### config.mk
export PLATFORM = sky130hd
export DESIGN_NAME = ciCluster
export DESIGN_NICKNAME = d
export VERILOG_FILES = /design/src/common/ciPkg.sv /design/src/rtl/resetSequencer.sv /design/src/rtl/dataFormatCi.sv /design/src/profiling/profileCi.sv /design/src/rtl/ciCluster.sv
export SDC_FILE = /design/constraint.sdc
export NUM_CORES = 1
export LEC_CHECK = 0
export BUFFER_PORTS_ARGS = -buffer_cell sky130_fd_sc_hd__buf_4
export CORE_AREA = 10 10 173 175
export CTS_BUF_LIST = sky130_fd_sc_hd__clkbuf_8 sky130_fd_sc_hd__clkbuf_16
export DETAILED_ROUTE_END_ITERATION = 7
export DIE_AREA = 0 0 183 185
export GPL_ROUTABILITY_DRIVEN = 0
export PLACE_DENSITY_LB_ADDON = 0.3
export SYNTH_ARGS = -nofsm -noshare
export SYNTH_HDL_FRONTEND = slang
export SYNTH_HIERARCHICAL = 1
export SYNTH_SLANG_ARGS = --single-unit
### constraint.sdc
create_clock -name s_systemClock -period 14.7 [get_ports s_systemClock]
set_input_delay 0.735 -clock s_systemClock [delete_from_list [all_inputs] [get_ports s_systemClock]]
set_output_delay 0.735 -clock s_systemClock [all_outputs]
set_load 0.02 [all_outputs]
### src/common/ciPkg.sv
`default_nettype none

package ciPkg;

  typedef logic [31:0] wordT;
  typedef logic [7:0]  ciIdT;
  typedef logic [15:0] rgb565T;        // Red 15:11, green 10:5, blue 4:0
  typedef logic [7:0]  grayT;
  typedef logic [1:0]  counterIndexT;

  // Processor side of a custom instruction
  typedef struct packed {
    logic start;                       // One-cycle strobe
    ciIdT n;
    wordT dataA;
    wordT dataB;
  } ciRequestT;

  // Unit side, ORed over all units
  typedef struct packed {
    logic done;
    wordT result;
  } ciResponseT;

  localparam ciIdT cSwapByteId  = 8'd1;
  localparam ciIdT cProfileId   = 8'd8;
  localparam ciIdT cGrayscaleId = 8'd12;

  // Top bit of the lock counter releases the system
  localparam int cResetCountWidth = 5;

  // Cycles, stalled cycles, bus-idle cycles
  localparam int cNumCounters = 3;

  // Luminance weights in 1/256 steps, summing to 256
  localparam logic [7:0] cRedWeight   = 8'd54;
  localparam logic [7:0] cGreenWeight = 8'd183;
  localparam logic [7:0] cBlueWeight  = 8'd19;

endpackage

`default_nettype wire

### src/rtl/resetSequencer.sv
`default_nettype none

module resetSequencer (
  input  logic s_systemClock,
  input  logic s_pllLocked,
  output logic systemReset
);

  import ciPkg::*;

  logic [cResetCountWidth-1:0] lockCount;
  logic                        lockDone;

  assign lockDone = lockCount[cResetCountWidth-1];

  // Saturates once the top bit is reached
  always_ff @(posedge s_systemClock or negedge s_pllLocked) begin
    if (!s_pllLocked) begin
      lockCount <= '0;
    end else if (!lockDone) begin
      lockCount <= lockCount + (cResetCountWidth)'(1);
    end
  end

  assign systemReset = ~lockDone;  // High until 16 locked edges

endmodule

`default_nettype wire

### src/rtl/dataFormatCi.sv
`default_nettype none

module dataFormatCi (
  input  ciPkg::ciRequestT  ciRequest,
  output ciPkg::ciResponseT ciResponse
);

  import ciPkg::*;

  logic        swapSelect;
  logic        graySelect;
  wordT        swapped;
  rgb565T      pixel;
  logic [7:0]  red;
  logic [7:0]  green;
  logic [7:0]  blue;
  logic [15:0] weightedSum;
  grayT        gray;

  assign swapSelect = ciRequest.start && (ciRequest.n == cSwapByteId);
  assign graySelect = ciRequest.start && (ciRequest.n == cGrayscaleId);

  // Byte order reversal
  assign swapped = {ciRequest.dataA[7:0],
                    ciRequest.dataA[15:8],
                    ciRequest.dataA[23:16],
                    ciRequest.dataA[31:24]};

  // Upper half of dataA is ignored
  assign pixel = ciRequest.dataA[15:0];

  // Channels scaled up to 8 bits
  assign red   = {pixel[15:11], 3'b000};
  assign green = {pixel[10:5], 2'b00};
  assign blue  = {pixel[4:0], 3'b000};

  // Max is 255 * 256, so 16 bits never overflow
  assign weightedSum = 16'(red) * 16'(cRedWeight) +
                       16'(green) * 16'(cGreenWeight) +
                       16'(blue) * 16'(cBlueWeight);

  assign gray = weightedSum[15:8];

  always_comb begin
    ciResponse = '0;
    if (swapSelect) begin
      ciResponse.done   = 1'b1;
      ciResponse.result = swapped;
    end else if (graySelect) begin
      ciResponse.done   = 1'b1;
      ciResponse.result = {24'd0, gray};
    end
  end

endmodule

`default_nettype wire

### src/profiling/profileCi.sv
`default_nettype none

module profileCi (
  input  logic              s_systemClock,
  input  logic              systemReset,
  input  ciPkg::ciRequestT  ciRequest,
  input  logic              stall,
  input  logic              busIdle,
  output ciPkg::ciResponseT ciResponse
);

  import ciPkg::*;

  logic                    select;
  logic [cNumCounters-1:0] enableSet;
  logic [cNumCounters-1:0] enableClear;
  logic [cNumCounters-1:0] counterClear;
  logic [cNumCounters-1:0] counterEnable;
  logic [cNumCounters-1:0] countCondition;
  wordT                    counters [cNumCounters];
  counterIndexT            readIndex;
  wordT                    readValue;

  assign select = ciRequest.start && (ciRequest.n == cProfileId);

  // Control fields of dataB, only on our own instruction
  assign enableSet    = select ? ciRequest.dataB[0 +: cNumCounters] : '0;
  assign enableClear  = select ? ciRequest.dataB[4 +: cNumCounters] : '0;
  assign counterClear = select ? ciRequest.dataB[8 +: cNumCounters] : '0;

  // Counter 0 runs every cycle
  assign countCondition = {busIdle, stall, 1'b1};

  // Disable beats enable when both are given
  always_ff @(posedge s_systemClock or posedge systemReset) begin
    if (systemReset) begin
      counterEnable <= '0;
    end else begin
      counterEnable <= (counterEnable | enableSet) & ~enableClear;
    end
  end

  for (genvar i = 0; i < cNumCounters; i++) begin : gCounter
    always_ff @(posedge s_systemClock or posedge systemReset) begin
      if (systemReset) begin
        counters[i] <= '0;
      end else if (counterClear[i]) begin
        counters[i] <= '0;                               // Clear wins over counting
      end else if (counterEnable[i] && !enableClear[i] && countCondition[i]) begin
        counters[i] <= counters[i] + 32'd1;              // Stops at the disabling edge
      end
    end
  end

  assign readIndex = ciRequest.dataA[1:0];

  // Unused index reads as zero
  always_comb begin
    readValue = '0;
    for (int i = 0; i < cNumCounters; i++) begin
      if (readIndex == counterIndexT'(i)) begin
        readValue = counters[i];
      end
    end
  end

  // Value before the edge that ends the read cycle
  always_comb begin
    ciResponse = '0;
    if (select) begin
      ciResponse.done   = 1'b1;
      ciResponse.result = readValue;
    end
  end

endmodule

`default_nettype wire

### src/rtl/ciCluster.sv
`default_nettype none

module ciCluster (
  input  logic              s_systemClock,
  input  logic              s_pllLocked,
  input  ciPkg::ciRequestT  ciRequest,
  input  logic              stall,
  input  logic              busIdle,
  output ciPkg::ciResponseT ciResponse,
  output logic              systemReset
);

  import ciPkg::*;

  ciResponseT dataFormatResponse;
  ciResponseT profileResponse;

  resetSequencer resetSequencer0 (
    .s_systemClock (s_systemClock),
    .s_pllLocked   (s_pllLocked),
    .systemReset   (systemReset)
  );

  // Byte swap and grayscale, no state
  dataFormatCi dataFormat0 (
    .ciRequest  (ciRequest),
    .ciResponse (dataFormatResponse)
  );

  profileCi profile0 (
    .s_systemClock (s_systemClock),
    .systemReset   (systemReset),
    .ciRequest     (ciRequest),
    .stall         (stall),
    .busIdle       (busIdle),
    .ciResponse    (profileResponse)
  );

  // Idle units drive zeros, so a plain OR merges them
  assign ciResponse.done   = dataFormatResponse.done | profileResponse.done;
  assign ciResponse.result = dataFormatResponse.result | profileResponse.result;

endmodule

`default_nettype wire

==> flow_metrics.py <==
metrics = {
    "status": {
        "outcome": "finished, final reports clean",
    },
    "setup_path": {
        "cp_common_cell": "fa_1",
        "reg2reg_slack_ps": 12320,
        "start_kind": "primary input",
        "r2r_start": "profile0/counters[35]",
        "path_cells": "buf_4 > fa_1 > inv_1 > fa_1 > fa_1 > inv_1 > ha_1 > a21oi_1 > o21bai_1 > a21oi_1 > nor2_1 > xnor2_1 > fa_1 > inv_1 > ha_1 > o21ai_1 > nand2b_1 > a21o_1 > a31oi_1 > xor3_1 > o21ai_1 > or2_1 > buf_4",
        "cp_data_arrival_time_ps": 5700,
        "cpPeakStageDelay_ps": 530,
        "worst_path_max_delay_cell": "fa_1",
        "cp.required_ps": 13970,
        "worstPathMaxFanout": 5,
        "r2r_end": "profile0/counters[63]",
        "worstSetupEndpointType": "primary output",
        "path_class": "in -> out",
        "worstRegToRegCells": 5,
    },
    "clocking": {
        "cts-resized-gates": 0,
        "cts_sinks": 104,
        "cts_tree": "yes",
        "clock-root-buffer": "clkbuf_16",
        "numCtsBuffers": 9,
        "clk_latency_ps": 350,
        "h-tree-depth": 3,
        "clk_path_buf_depth": 2,
        "path_clk_slew_ps": 70,
        "postCtsSetupRepairBufs": 0,
        "hold_buffers": 0,
    },
    "power_and_ir_drop": {
        "power.internal_mw": 0.681,
        "switchingPower_mw": 0.432,
        "swShare": 0.388,
        "power.total_mw": 1.11,
        "worst_ir_drop_vdd_mv": 0.112,
        "p_leak_nw": 4.74,
        "pwr-share-seq": 0.280,
        "comb_power_share": 0.503,
        "power.density_nw_per_um2": 107,
        "clkPwrFrac": 0.217,
    },
    "synth": {
        "synth_top_family_by_area": "simple AND/OR/NAND/NOR gates",
        "syn_inst": 1065,
        "synth_xor_xnor_area_share": 0.0801,
        "synth_compound_gate_area_share": 0.107,
        "synth_edf_count": 0,
        "synth_ff_type": "dfrtp_1",
        "syn_avg_cell_area_sq_um": 8.60,
        "syn-cell-area_sq_um": 9160,
        "yosysWarnings": 6,
        "ys_types": 64,
        "yosys.area_share.simple": 0.284,
        "yosysSeqAreaShare": 0.284,
        "synth-adder-area-share": 0.159,
        "synthMuxAreaShare": 0.0373,
        "async_reset_ff_frac": 1.00,
        "ys_ff_latch": 104,
        "syn_nets": 1243,
    },
    "cells_and_area": {
        "seqCellArea_sq_um": 2600,
        "multi_input_area_sq_um": 6130,
        "layout_commonest_cell": "nor2_1",
        "syn_to_final_growth_pct": 13.5,
        "layout_common_cells": "nor2_1, dfrtp_1, buf_4",
        "final_layout_size_suffix_gt1_frac": 0.124,
        "stdcell_area_sq_um": 10400,
        "nNetsFinal": 1304,
        "nFillCells": 2760,
        "n_antenna_cell": 0,
    },
    "routing": {
        "vias_per_cell": 5.30,
        "totalWireLength_um": 24700,
        "drc": 0,
        "drt_iter0_markers": 585,
        "drt.antenna.violating_nets": 0,
        "avgRoutedWirePerCell_um": 16.8,
        "dr.pass1.iters": 5,
        "vias": 7797,
    },
    "die": {
        "rows": 60,
        "core-area_sq_um": 26600,
        "die_x_um": 183,
        "die_y_um": 185,
        "initial_utilization": 0.344,
        "die-area_sq_um": 33900,
        "io_pins": 111,
    },
    "timing": {
        "clock_skew_ps": 6.46,
        "fin_crit_sh": 0.437,
        "hold_violations": 0,
        "fmax_ghz": 0.155,
        "rsz0062_at_grt": "false",
        "timing.final.ws_setup_ps": 8270,
        "setup_viol": 0,
        "setup-tns-final_ps": 0,
        "hold_ws_ps": 169,
        "fin_crit_ps": 6430,
        "worstMarginPinSlew_ps": 1200,
        "slew_headroom": 0.199,
        "drv_slew": 0,
    },
    "place": {
        "postPlaceCellArea_sq_um": 10100,
        "pre_cts_slack_ps": 8240,
        "dp_hpwl_um": 19100,
        "io_buffer_count": 87,
    },
    "global_routing": {
        "antenna_found_initial": 0,
        "grt_pass1_wl_um": 39800,
        "overflow": 0,
        "grt_pass1_vias": 7467,
        "grt_max_degree": 76,
        "track_usage": 0.145,
    },
    "min_path": {
        "hold_path.class": "in -> async",
    },
    "job": {
        "maxCapViolCount": 0,
    },
}
registers in the layout, summed over array words and instances (netlist names):
signal / count
profile0/counters: 96
resetSequencer0/lockCount: 5
profile0/counterEnable: 3
synth_stat cells (2+ instances only):
master,number,area share
nor2_1,136,0.056
nor4_2,9,0.012
nor2b_1,4,0.0027
nand3_1,46,0.025
xnor2_1,49,0.047
o211ai_1,5,0.0041
fa_1,26,0.057
o21ai_1,9,0.0049
and3_1,17,0.012
inv_1,65,0.027
nor4b_1,8,0.0077
o21ai_2,2,0.0019
or2_1,33,0.023
o31ai_1,5,0.0041
and2_1,28,0.019
nand3_2,2,0.0022
a21o_1,7,0.0057
dfrtp_1,104,0.28
or3_4,2,0.0025
nand2b_1,6,0.0041
nand2_1,52,0.021
nor4b_2,2,0.0033
or3_1,29,0.020
nand4_1,29,0.020
o21a_1,5,0.0041
o21bai_1,7,0.0057
or4_1,7,0.0057
buf_2,14,0.0077
nor3_1,22,0.012
ha_1,75,0.10
and4_1,10,0.0096
a21oi_1,86,0.047
mux2i_1,33,0.036
xor2_1,32,0.031
o21ai_0,31,0.017
nor4_1,12,0.0082
clkbuf_1,24,0.0098
buf_1,3,0.0012
nor3b_1,3,0.0025
nand4_2,2,0.0027
kinds of logic after synthesis:
logic type,after synthesis
AOI/OAI and AO/OA,167
and+or+nand+nor,468
muxes,34
adders and majority gates,101
DFF,104
xor gates and xnor gates,82
buffers and inverters,109
worst max-delay path: cells and delay by family:
family | cells | cell delay [ps]
compound gates | 7 | 1150
xor+xnor | 2 | 420
fa+ha+maj | 6 | 2680
buf+inv | 5 | 410
simple gates | 3 | 310
worst max-delay path by stage:
| stage | cells after the start | slack, ps | startpoint | endpoint |
|---|---|---|---|---|
| global route | 22 | 7890 | ciRequest[40] | ciResponse[7] |
| floorplan | 21 | 8750 | ciRequest[40] | ciResponse[7] |
| CTS | 23 | 8230 | ciRequest[40] | ciResponse[7] |
| finish | 23 | 8270 | ciRequest[40] | ciResponse[7] |
| global placement | 23 | 8240 | ciRequest[40] | ciResponse[7] |
| detailed placement | 23 | 8240 | ciRequest[40] | ciResponse[7] |
power by group through the flow:
stage / Clock (mW) / Sequential [mW] / Combinational [mW]
3_5_place_dp: 0 / 0.318 / 0.562
6_report: 0.241 / 0.312 / 0.560
5_1_grt: 0.259 / 0.315 / 0.640
4_1_cts: 0.248 / 0.312 / 0.567
3_3_place_gp: 0 / 0.317 / 0.555
2_1_floorplan: 0 / 0.313 / 0.446
metal layers:
layer  vias to the layer above  GRT usage  share of wire  wire, um
li1                       3850          -              -         -
met3                        20     0.0288          0.048      1180
met2                       169      0.225           0.45     11100
met4                         0     0.0298          0.014       345
met5                         -          0              0         0
met1                      3758      0.203           0.49     12000
final cells by class:
type	instances	share of cell area
clock buffer	10	0.0230
clock inverter	5	0.00470
inverter	66	0.0241
multi-input combinational	852	0.590
sequential	104	0.250
tap	341	0.0411
timing repair buffer	93	0.0672
per-stage QoR:
stage | utilization | std cells
after detailed placement | 0.380 | 1456
after global placement | 0.380 | 1456
final | 0.391 | 1471
after global routing | 0.391 | 1471
after floorplan | - | 1065
after CTS | 0.391 | 1471
Note: power is estimated with default switching activity, not from simulation.
